### src/verilog/reindeer_pkg.sv
// widths, opcodes and funct codes of the kept RV32I subset
// instruction word union and the structs passed between units

package reindeer_pkg;

    // ------------------------------
    // widths
    // ------------------------------
    localparam int XLEN          = 32;
    localparam int REG_ADDR_BITS = 5;
    localparam int MEM_ADDR_BITS = 10;
    localparam int PC_BITWIDTH   = MEM_ADDR_BITS + 2;
    localparam int SHAMT_BITS    = $clog2(XLEN);

    // ------------------------------
    // opcodes and function codes
    // ------------------------------
    localparam logic [6:0] OPCODE_OP_IMM = 7'b0010011;
    localparam logic [6:0] OPCODE_OP     = 7'b0110011;
    localparam logic [6:0] OPCODE_LUI    = 7'b0110111;

    localparam logic [2:0] FUNCT3_ADD  = 3'b000;
    localparam logic [2:0] FUNCT3_SLL  = 3'b001;
    localparam logic [2:0] FUNCT3_SLT  = 3'b010;
    localparam logic [2:0] FUNCT3_SLTU = 3'b011;
    localparam logic [2:0] FUNCT3_XOR  = 3'b100;
    localparam logic [2:0] FUNCT3_SR   = 3'b101;
    localparam logic [2:0] FUNCT3_OR   = 3'b110;
    localparam logic [2:0] FUNCT3_AND  = 3'b111;

    // selects SUB and SRA
    localparam logic [6:0] FUNCT7_ALT = 7'b0100000;

    typedef logic [XLEN-1:0]          xlen_t;
    typedef logic [REG_ADDR_BITS-1:0] reg_addr_t;
    typedef logic [PC_BITWIDTH-1:0]   pc_t;
    typedef logic [MEM_ADDR_BITS-1:0] mem_addr_t;

    // ------------------------------
    // instruction word views
    // ------------------------------
    typedef struct packed {
        logic [6:0] funct7;
        reg_addr_t  rs2;
        reg_addr_t  rs1;
        logic [2:0] funct3;
        reg_addr_t  rd;
        logic [6:0] opcode;
    } r_fmt_t;

    // LUI immediate is imm12, rs1 and funct3 read together
    typedef struct packed {
        logic [11:0] imm12;
        reg_addr_t   rs1;
        logic [2:0]  funct3;
        reg_addr_t   rd;
        logic [6:0]  opcode;
    } iu_fmt_t;

    typedef union packed {
        r_fmt_t  r;
        iu_fmt_t iu;
    } instr_u;

    // decoded controls for the ALU
    typedef struct packed {
        logic [2:0] funct3;
        logic       alt;
        logic       use_imm;
        logic       is_lui;
        xlen_t      imm;
        reg_addr_t  rd;
        logic       illegal;
    } alu_ctl_t;

    typedef struct packed {
        logic      we;
        reg_addr_t addr;
        xlen_t     data;
    } wb_req_t;

    // debugger register port
    typedef struct packed {
        reg_addr_t read_addr;
        logic      we;
        reg_addr_t write_addr;
        xlen_t     write_data;
    } ocd_reg_req_t;

endpackage

### src/verilog/reindeer_controller.sv
// run/pause FSM of the core
// sequences fetch, decode, execute and write-back strobes

`timescale 1ns/1ps
`default_nettype none

module reindeer_controller (
    input  logic              clk,
    input  logic              arst_n_i,
    input  logic              start_i,
    input  reindeer_pkg::pc_t start_address_i,
    input  logic              mem_read_ack_i,
    input  logic              illegal_i,
    output logic              fetch_init_o,
    output reindeer_pkg::pc_t init_addr_o,
    output logic              fetch_next_o,
    output logic              decode_en_o,
    output logic              exe_en_o,
    output logic              wb_en_o,
    output logic              paused_o
);
    import reindeer_pkg::*;

    typedef enum logic [2:0] {
        ST_PAUSED,
        ST_FETCH,
        ST_WAIT,
        ST_DECODE,
        ST_EXECUTE
    } state_t;

    state_t state_q;
    state_t state_d;

    always_comb begin
        state_d = state_q;
        case (state_q)
            ST_PAUSED:  if (start_i) state_d = ST_FETCH;
            ST_FETCH:   state_d = ST_WAIT;
            // the ack ends a memory wait of varying length
            ST_WAIT:    if (mem_read_ack_i) state_d = ST_DECODE;
            ST_DECODE:  state_d = ST_EXECUTE;
            ST_EXECUTE: state_d = illegal_i ? ST_PAUSED : ST_FETCH;
            default:    state_d = ST_PAUSED;
        endcase
    end

    always_ff @(posedge clk or negedge arst_n_i) begin
        if (!arst_n_i) begin
            state_q <= ST_PAUSED;
        end else begin
            state_q <= state_d;
        end
    end

    // ------------------------------
    // strobes to the units
    // ------------------------------
    assign fetch_init_o = (state_q == ST_PAUSED) && start_i;
    assign init_addr_o  = start_address_i;
    assign decode_en_o  = (state_q == ST_DECODE);
    assign exe_en_o     = (state_q == ST_EXECUTE);

    // illegal opcode halts with no write-back and the PC held
    assign wb_en_o      = (state_q == ST_EXECUTE) && !illegal_i;
    assign fetch_next_o = (state_q == ST_EXECUTE) && !illegal_i;

    assign paused_o = (state_q == ST_PAUSED);

endmodule

`default_nettype wire

### src/verilog/reindeer_fetch.sv
// program counter and instruction register
// issues the code memory read strobe

`timescale 1ns/1ps
`default_nettype none

module reindeer_fetch (
    input  logic                    clk,
    input  logic                    arst_n_i,
    input  logic                    fetch_init_i,
    input  reindeer_pkg::pc_t       init_addr_i,
    input  logic                    fetch_next_i,
    input  reindeer_pkg::xlen_t     mem_read_data_i,
    input  logic                    mem_read_ack_i,
    output reindeer_pkg::mem_addr_t mem_addr_o,
    output logic                    mem_read_en_o,
    output reindeer_pkg::instr_u    ir_o,
    output reindeer_pkg::pc_t       pc_o
);
    import reindeer_pkg::*;

    pc_t    pc_q;
    instr_u ir_q;
    logic   read_en_q;

    always_ff @(posedge clk or negedge arst_n_i) begin
        if (!arst_n_i) begin
            pc_q      <= '0;
            ir_q      <= '0;
            read_en_q <= 1'b0;
        end else begin
            // one read per init or step
            read_en_q <= fetch_init_i | fetch_next_i;

            if (fetch_init_i) begin
                pc_q <= init_addr_i;
            end else if (fetch_next_i) begin
                pc_q <= pc_q + PC_BITWIDTH'(4);
            end

            if (mem_read_ack_i) begin
                ir_q <= mem_read_data_i;
            end
        end
    end

    // word address of the byte PC
    assign mem_addr_o    = pc_q[PC_BITWIDTH-1:2];
    assign mem_read_en_o = read_en_q;
    assign ir_o          = ir_q;
    assign pc_o          = pc_q;

endmodule

`default_nettype wire

### src/verilog/reindeer_decode.sv
// instruction decode for OP-IMM, OP and LUI
// register addresses and registered ALU controls

`timescale 1ns/1ps
`default_nettype none

module reindeer_decode (
    input  logic                   clk,
    input  logic                   arst_n_i,
    input  logic                   decode_en_i,
    input  reindeer_pkg::instr_u   ir_i,
    output reindeer_pkg::reg_addr_t rs1_o,
    output reindeer_pkg::reg_addr_t rs2_o,
    output reindeer_pkg::alu_ctl_t ctl_o
);
    import reindeer_pkg::*;

    alu_ctl_t ctl_d;
    alu_ctl_t ctl_q;
    logic     is_shift;

    assign is_shift = (ir_i.iu.funct3 == FUNCT3_SLL) || (ir_i.iu.funct3 == FUNCT3_SR);

    always_comb begin
        ctl_d        = '0;
        ctl_d.funct3 = ir_i.r.funct3;
        ctl_d.rd     = ir_i.r.rd;
        case (ir_i.r.opcode)
            OPCODE_OP: begin
                ctl_d.alt = (ir_i.r.funct7 == FUNCT7_ALT);
            end
            OPCODE_OP_IMM: begin
                ctl_d.use_imm = 1'b1;
                if (is_shift) begin
                    // shamt sits in the rs2 field and SRAI in funct7
                    ctl_d.imm = {{(XLEN-REG_ADDR_BITS){1'b0}}, ir_i.r.rs2};
                    ctl_d.alt = (ir_i.r.funct7 == FUNCT7_ALT);
                end else begin
                    ctl_d.imm = {{(XLEN-12){ir_i.iu.imm12[11]}}, ir_i.iu.imm12};
                end
            end
            OPCODE_LUI: begin
                ctl_d.is_lui = 1'b1;
                ctl_d.imm    = {ir_i.iu.imm12, ir_i.iu.rs1, ir_i.iu.funct3, 12'b0};
            end
            default: begin
                ctl_d.illegal = 1'b1;
            end
        endcase
    end

    always_ff @(posedge clk or negedge arst_n_i) begin
        if (!arst_n_i) begin
            ctl_q <= '0;
        end else if (decode_en_i) begin
            ctl_q <= ctl_d;
        end
    end

    // register file reads alongside the decode strobe
    assign rs1_o = ir_i.r.rs1;
    assign rs2_o = ir_i.r.rs2;
    assign ctl_o = ctl_q;

endmodule

`default_nettype wire

### src/verilog/reindeer_reg_file.sv
// x1..x31 register file where x0 reads as zero
// second read port and write port go to the debugger while paused

`timescale 1ns/1ps
`default_nettype none

module reindeer_reg_file (
    input  logic                       clk,
    input  logic                       arst_n_i,
    input  logic                       read_en_i,
    input  reindeer_pkg::reg_addr_t    rs1_i,
    input  reindeer_pkg::reg_addr_t    rs2_i,
    input  logic                       paused_i,
    input  reindeer_pkg::wb_req_t      wb_i,
    input  reindeer_pkg::ocd_reg_req_t ocd_i,
    output reindeer_pkg::xlen_t        rs1_data_o,
    output reindeer_pkg::xlen_t        rs2_data_o,
    output reindeer_pkg::xlen_t        ocd_read_data_o
);
    import reindeer_pkg::*;

    xlen_t     regs [1:31];
    xlen_t     rs1_data_q;
    xlen_t     rs2_data_q;
    reg_addr_t rd2_addr;
    logic      rd2_en;
    logic      we;
    reg_addr_t waddr;
    xlen_t     wdata;

    // ------------------------------
    // run/pause port selection
    // ------------------------------
    assign rd2_addr = paused_i ? ocd_i.read_addr : rs2_i;
    assign rd2_en   = paused_i | read_en_i;
    assign we       = paused_i ? ocd_i.we : wb_i.we;
    assign waddr    = paused_i ? ocd_i.write_addr : wb_i.addr;
    assign wdata    = paused_i ? ocd_i.write_data : wb_i.data;

    always_ff @(posedge clk or negedge arst_n_i) begin
        if (!arst_n_i) begin
            for (int i = 1; i < 32; i++) begin
                regs[i] <= '0;
            end
        end else if (we && (waddr != '0)) begin
            regs[waddr] <= wdata;
        end
    end

    always_ff @(posedge clk) begin
        if (read_en_i) begin
            rs1_data_q <= (rs1_i == '0) ? '0 : regs[rs1_i];
        end
        if (rd2_en) begin
            rs2_data_q <= (rd2_addr == '0) ? '0 : regs[rd2_addr];
        end
    end

    assign rs1_data_o      = rs1_data_q;
    assign rs2_data_o      = rs2_data_q;
    assign ocd_read_data_o = rs2_data_q;

endmodule

`default_nettype wire

### src/verilog/reindeer_execute.sv
// ALU for the integer register and immediate groups
// registers the write-back request

`timescale 1ns/1ps
`default_nettype none

module reindeer_execute (
    input  logic                   clk,
    input  logic                   arst_n_i,
    input  logic                   exe_en_i,
    input  reindeer_pkg::alu_ctl_t ctl_i,
    input  reindeer_pkg::xlen_t    rs1_data_i,
    input  reindeer_pkg::xlen_t    rs2_data_i,
    input  logic                   wb_en_i,
    output reindeer_pkg::wb_req_t  wb_o
);
    import reindeer_pkg::*;

    xlen_t                 op_b;
    xlen_t                 result;
    logic [SHAMT_BITS-1:0] shamt;
    logic                  we_q;
    reg_addr_t             addr_q;
    xlen_t                 data_q;

    assign op_b  = ctl_i.use_imm ? ctl_i.imm : rs2_data_i;
    assign shamt = op_b[SHAMT_BITS-1:0];

    // ------------------------------
    // ALU
    // ------------------------------
    always_comb begin
        case (ctl_i.funct3)
            FUNCT3_ADD:  result = ctl_i.alt ? rs1_data_i - op_b : rs1_data_i + op_b;
            FUNCT3_SLL:  result = rs1_data_i << shamt;
            FUNCT3_SLT:  result = {{(XLEN-1){1'b0}}, $signed(rs1_data_i) < $signed(op_b)};
            FUNCT3_SLTU: result = {{(XLEN-1){1'b0}}, rs1_data_i < op_b};
            FUNCT3_XOR:  result = rs1_data_i ^ op_b;
            FUNCT3_SR: begin
                if (ctl_i.alt) begin
                    result = $signed(rs1_data_i) >>> shamt;
                end else begin
                    result = rs1_data_i >> shamt;
                end
            end
            FUNCT3_OR:   result = rs1_data_i | op_b;
            default:     result = rs1_data_i & op_b;
        endcase
        // LUI passes the shifted immediate
        if (ctl_i.is_lui) begin
            result = ctl_i.imm;
        end
    end

    // write enable is a one-cycle pulse after execute
    always_ff @(posedge clk or negedge arst_n_i) begin
        if (!arst_n_i) begin
            we_q <= 1'b0;
        end else begin
            we_q <= exe_en_i && wb_en_i && (ctl_i.rd != '0);
        end
    end

    always_ff @(posedge clk) begin
        if (exe_en_i) begin
            addr_q <= ctl_i.rd;
            data_q <= result;
        end
    end

    assign wb_o = '{we: we_q, addr: addr_q, data: data_q};

endmodule

`default_nettype wire

### src/verilog/reindeer_core.sv
// top level of the multicycle core
// connects controller, fetch, decode, register file and execute

`timescale 1ns/1ps
`default_nettype none

module reindeer_core (
    input  logic                      clk,
    input  logic                      arst_n_i,
    input  logic                      start_i,
    input  reindeer_pkg::pc_t         start_address_i,
    input  reindeer_pkg::xlen_t       mem_read_data_i,
    input  logic                      mem_read_ack_i,
    input  reindeer_pkg::ocd_reg_req_t ocd_reg_i,
    output reindeer_pkg::mem_addr_t   mem_addr_o,
    output logic                      mem_read_en_o,
    output reindeer_pkg::xlen_t       ocd_reg_read_data_o,
    output logic                      paused_o,
    output reindeer_pkg::pc_t         peek_pc_o,
    output reindeer_pkg::xlen_t       peek_ir_o
);
    import reindeer_pkg::*;

    logic      fetch_init;
    pc_t       init_addr;
    logic      fetch_next;
    logic      decode_en;
    logic      exe_en;
    logic      wb_en;
    logic      paused;
    instr_u    ir;
    reg_addr_t rs1;
    reg_addr_t rs2;
    alu_ctl_t  alu_ctl;
    xlen_t     rs1_data;
    xlen_t     rs2_data;
    wb_req_t   wb_req;

    reindeer_controller reindeer_controller_i (
        .clk             (clk),
        .arst_n_i        (arst_n_i),
        .start_i         (start_i),
        .start_address_i (start_address_i),
        .mem_read_ack_i  (mem_read_ack_i),
        .illegal_i       (alu_ctl.illegal),
        .fetch_init_o    (fetch_init),
        .init_addr_o     (init_addr),
        .fetch_next_o    (fetch_next),
        .decode_en_o     (decode_en),
        .exe_en_o        (exe_en),
        .wb_en_o         (wb_en),
        .paused_o        (paused)
    );

    reindeer_fetch reindeer_fetch_i (
        .clk             (clk),
        .arst_n_i        (arst_n_i),
        .fetch_init_i    (fetch_init),
        .init_addr_i     (init_addr),
        .fetch_next_i    (fetch_next),
        .mem_read_data_i (mem_read_data_i),
        .mem_read_ack_i  (mem_read_ack_i),
        .mem_addr_o      (mem_addr_o),
        .mem_read_en_o   (mem_read_en_o),
        .ir_o            (ir),
        .pc_o            (peek_pc_o)
    );

    reindeer_decode reindeer_decode_i (
        .clk         (clk),
        .arst_n_i    (arst_n_i),
        .decode_en_i (decode_en),
        .ir_i        (ir),
        .rs1_o       (rs1),
        .rs2_o       (rs2),
        .ctl_o       (alu_ctl)
    );

    // operands are read in the same cycle as the decode strobe
    reindeer_reg_file reindeer_reg_file_i (
        .clk             (clk),
        .arst_n_i        (arst_n_i),
        .read_en_i       (decode_en),
        .rs1_i           (rs1),
        .rs2_i           (rs2),
        .paused_i        (paused),
        .wb_i            (wb_req),
        .ocd_i           (ocd_reg_i),
        .rs1_data_o      (rs1_data),
        .rs2_data_o      (rs2_data),
        .ocd_read_data_o (ocd_reg_read_data_o)
    );

    reindeer_execute reindeer_execute_i (
        .clk        (clk),
        .arst_n_i   (arst_n_i),
        .exe_en_i   (exe_en),
        .ctl_i      (alu_ctl),
        .rs1_data_i (rs1_data),
        .rs2_data_i (rs2_data),
        .wb_en_i    (wb_en),
        .wb_o       (wb_req)
    );

    assign paused_o  = paused;
    assign peek_ir_o = ir;

endmodule

`default_nettype wire

### config.mk
export PLATFORM = sky130hd
export DESIGN_NAME = reindeer_core
export DESIGN_NICKNAME = d
export VERILOG_FILES = /design/src/verilog/reindeer_pkg.sv /design/src/verilog/reindeer_controller.sv /design/src/verilog/reindeer_fetch.sv /design/src/verilog/reindeer_decode.sv /design/src/verilog/reindeer_reg_file.sv /design/src/verilog/reindeer_execute.sv /design/src/verilog/reindeer_core.sv
export SDC_FILE = /design/constraint.sdc
export NUM_CORES = 2
export LEC_CHECK = 0
export BUFFER_PORTS_ARGS = -buffer_cell sky130_fd_sc_hd__buf_2
export CAP_MARGIN = 20
export CORE_AREA = 5 5 362 364
export CTS_BUF_LIST = sky130_fd_sc_hd__clkbuf_2 sky130_fd_sc_hd__clkbuf_4 sky130_fd_sc_hd__clkbuf_8
export DETAILED_ROUTE_END_ITERATION = 12
export DIE_AREA = 0 0 367 369
export PLACE_DENSITY_LB_ADDON = 0.05
export SLEW_MARGIN = 10
export SYNTH_ARGS = -nofsm -noshare
export SYNTH_HDL_FRONTEND = slang
export SYNTH_SLANG_ARGS = --single-unit
### constraint.sdc
create_clock -name clk -period 6.12 [get_ports clk]
set_clock_uncertainty 0.1 [all_clocks]
set_input_delay 0.306 -clock clk [delete_from_list [all_inputs] [get_ports clk]]
set_output_delay 0.306 -clock clk [all_outputs]
set_load 0.005 [all_outputs]
==> flow_summary.toml <==
[outcome]
status = "completed"

[sta]
hold_violations = 0
rsz0062_at_grt = "no"
period_needed_ns = 4.83
finalSetupTns_ns = 0
holdWs_ns = 0.0748
setup_ws_ns = 1.29
fmax_mhz = 207
fin_crit_sh_pct = 78.9
maxSlewHeadroom_pct = 18.3
setup_viol = 0
tightest_slew_ns = 1.22
drv_slew = 0

[worst_setup_path]
reg2regPathDepth = 13
rrSetupSlack_ns = 1.29
cp_max_fo = 26
r2r-end = "reindeer_execute_i.data_q[30]"
r2r-start = "reindeer_decode_i.ctl_o[39]"
criticalPathCategory = "flop to flop"
crit_arrival_ns = 5.41
endpoint = "reindeer_execute_i.data_q[30]"
crit_path_start = "reindeer_decode_i.ctl_o[39]"
worstPathRequired_ns = 6.70
cp-end-kind = "flop"
startpoint_type = "flop"

[clocking]
postCtsResizedCells = 0
cts_made_buffers = 202
h-tree-depth = 4
cts.path.max_buffers = 3
path_clk_slew_ns = 0.07
cts_tree = "yes"
cts_root_buffer = "clkbuf_8"
postCtsSetupBuffers = 0
postCtsHoldBufs = 149
insertion_delay_ns = 0.95
clkSinkCount = 1186

[yosys]
ys_seq_elements = 1186
avgSynthCellArea_um2 = 10.2
synthCells = 6689
synth_top_area_share_pct = 39.8
synth-async-reset-ratio_pct = 91.5
yosysTopAreaCell = "dfrtp_1"
syn_nets = 6894
yosys-top-cells-area = "dfrtp_1 40%, mux4_2 17%, o21ai_0 7.3%"
ys_dominant_reg_cell = "dfrtp_1"
yosysSeqAreaShare_pct = 44.3
yosys.cell_types.count = 84
syn-cell-area_um2 = 68200
synth_edf_count = 101
ys_warn_count = 0

[final_layout]
fin_nets = 6964
area_growth_pct = 12.4
drive_gt1_share_pct = 21.1
layout_commonest_cell = "nand2_1"
final_cell_mix = "1278 x nand2_1, 1078 x dfrtp_1, 989 x o21ai_0, 529 x mux4_2, 432 x a21oi_1"

[drt]
firstDrtPassIters = 6
drt-initial-drc-count = 5943
wl_per_cell_um = 29.6
vias = 55500
wirelength_mm = 254
via_per_inst = 6.45
antenna_left = 0
drc = 0

[power]
leakage_nw = 33.2
p_per_area_nw_per_um2 = 534
vdd_drop_max_v = 0.000315

[place]
dp_slack_ns = 1.40
portBuffers = 178
dp_hpwl_mm = 156
gp_congestion = 1.00

[global_routing]
gr-usage-all-layers_pct = 37.4
antenna_found_initial = 9
grt_pass1_vias = 54400
grt_pass1_wl_mm = 374
grt_overflow = 0
grt_max_degree = 161

[floorplanning]
start_util_pct = 53.7
die_h_um = 369
die_w_um = 367
coreArea_um2 = 127000
rows = 131
die_area_um2 = 135000
pin_count = 179

[run]
max_cap_violations = 0

[min_path]
hp-start = "ocd_reg_i[35]"
min_path_type = "primary input to flop"
## layer usage
metal  routed length [um]  vias up  GRT usage [%]
met5                   38        -              0
met4                12300        6           15.7
met3                23900      633           8.14
met2               114000     2713           57.0
met1               104000    27900           52.5
li1                     -    24200              -
## stage by stage
stage | cells | utilization (%) | cell area (um^2) | power (mW)
CTS | 8594 | 60.3 | 76600 | 40.6
finish | 8600 | 60.3 | 76600 | 40.9
detailed placement | 8066 | 55.5 | 70500 | 32.4
floorplan | 6689 | - | 68200 | 25.6
global placement | 8064 | 55.5 | 70500 | 32.1
global route | 8597 | 60.3 | 76600 | 43.1
## worst min-delay path by stage
stage	end	slack, ns	cells after the start
final	reindeer_reg_file_i.regs[713]	0.07	6
after CTS	reindeer_reg_file_i.regs[713]	0.003	6
after global placement	reindeer_reg_file_i.regs[501]	0.28	1
after global routing	reindeer_reg_file_i.ocd_read_data_o[6]	0.06	5
after floorplan	reindeer_controller_i.state_q[0]	-0.09	0
after detailed placement	reindeer_reg_file_i.regs[501]	0.29	1
## registers in the layout, indices dropped and copies added, names as in the netlist, 3 cells and up
signal and flops:
reindeer_controller_i.state_q 3, reindeer_execute_i.data_q 32, reindeer_reg_file_i.ocd_read_data_o 32, reindeer_fetch_i.ir_o 32, reindeer_reg_file_i.regs 992, reindeer_fetch_i.pc_o 12
reindeer_decode_i.ctl_o 44, reindeer_reg_file_i.rs1_data_o 32, reindeer_execute_i.addr_q 5
## cell usage after synthesis, drive strengths merged, types with 30 or more instances
cell    instances
nand2        1308
dfrtp        1085
o21ai         993
mux4          529
a21oi         432
nor2          410
clkbuf        360
buf           265
mux2i         188
nand3         171
inv           121
ha            112
mux2          104
edfxtp        101
a22o           58
xnor2          33
nor3           30
## worst max-delay path: stages (launching register included)
cell,delay (ns)
dfrtp_2,0.65
buf_4,0.58
mux2i_1,0.24
ha_1,0.47
inv_1,0.15
a221oi_1,0.38
nand3_1,0.23
a311oi_1,0.52
o31ai_1,0.13
buf_4,0.19
a21oi_1,0.41
o41ai_1,0.15
xnor2_1,0.15
a32o_1,0.27
## power by group
part,switching (mW),leakage [nW],internal (mW)
Combinational,11.8,15.2,7.83
Clock,3.51,2.44,4.49
Sequential,2.47,15.5,10.8
## area by class of cell
| type | count | area (um^2) |
|---|---|---|
| well taps | 1662 | 2080 |
| multi-input cells | 4755 | 35300 |
| flip-flops and latches | 1186 | 30200 |
| diodes | 4 | 10.0 |
| repair buffers | 491 | 4040 |
| clock buffers | 328 | 4080 |
| fillers | 10800 | 50400 |
| inverters | 123 | 467 |
| clock inverters | 51 | 494 |
## kinds of logic (layout without fill, tap and decap cells)
family | Yosys count | count (layout) | share of synthesized area, %
adder cells (fa/ha/maj) | 114 | 114 | 2.11
XOR/XNOR | 47 | 47 | 0.604
AND/OR/NAND/NOR | 2036 | 2036 | 12.1
other | 0 | 4 | 0
flip-flops | 1186 | 1186 | 44.3
AO/OA/AOI/OAI | 1737 | 1737 | 14.2
multiplexers | 821 | 821 | 22.0
buffers and inverters | 748 | 993 | 4.73
(Power assumes the default switching activity.)
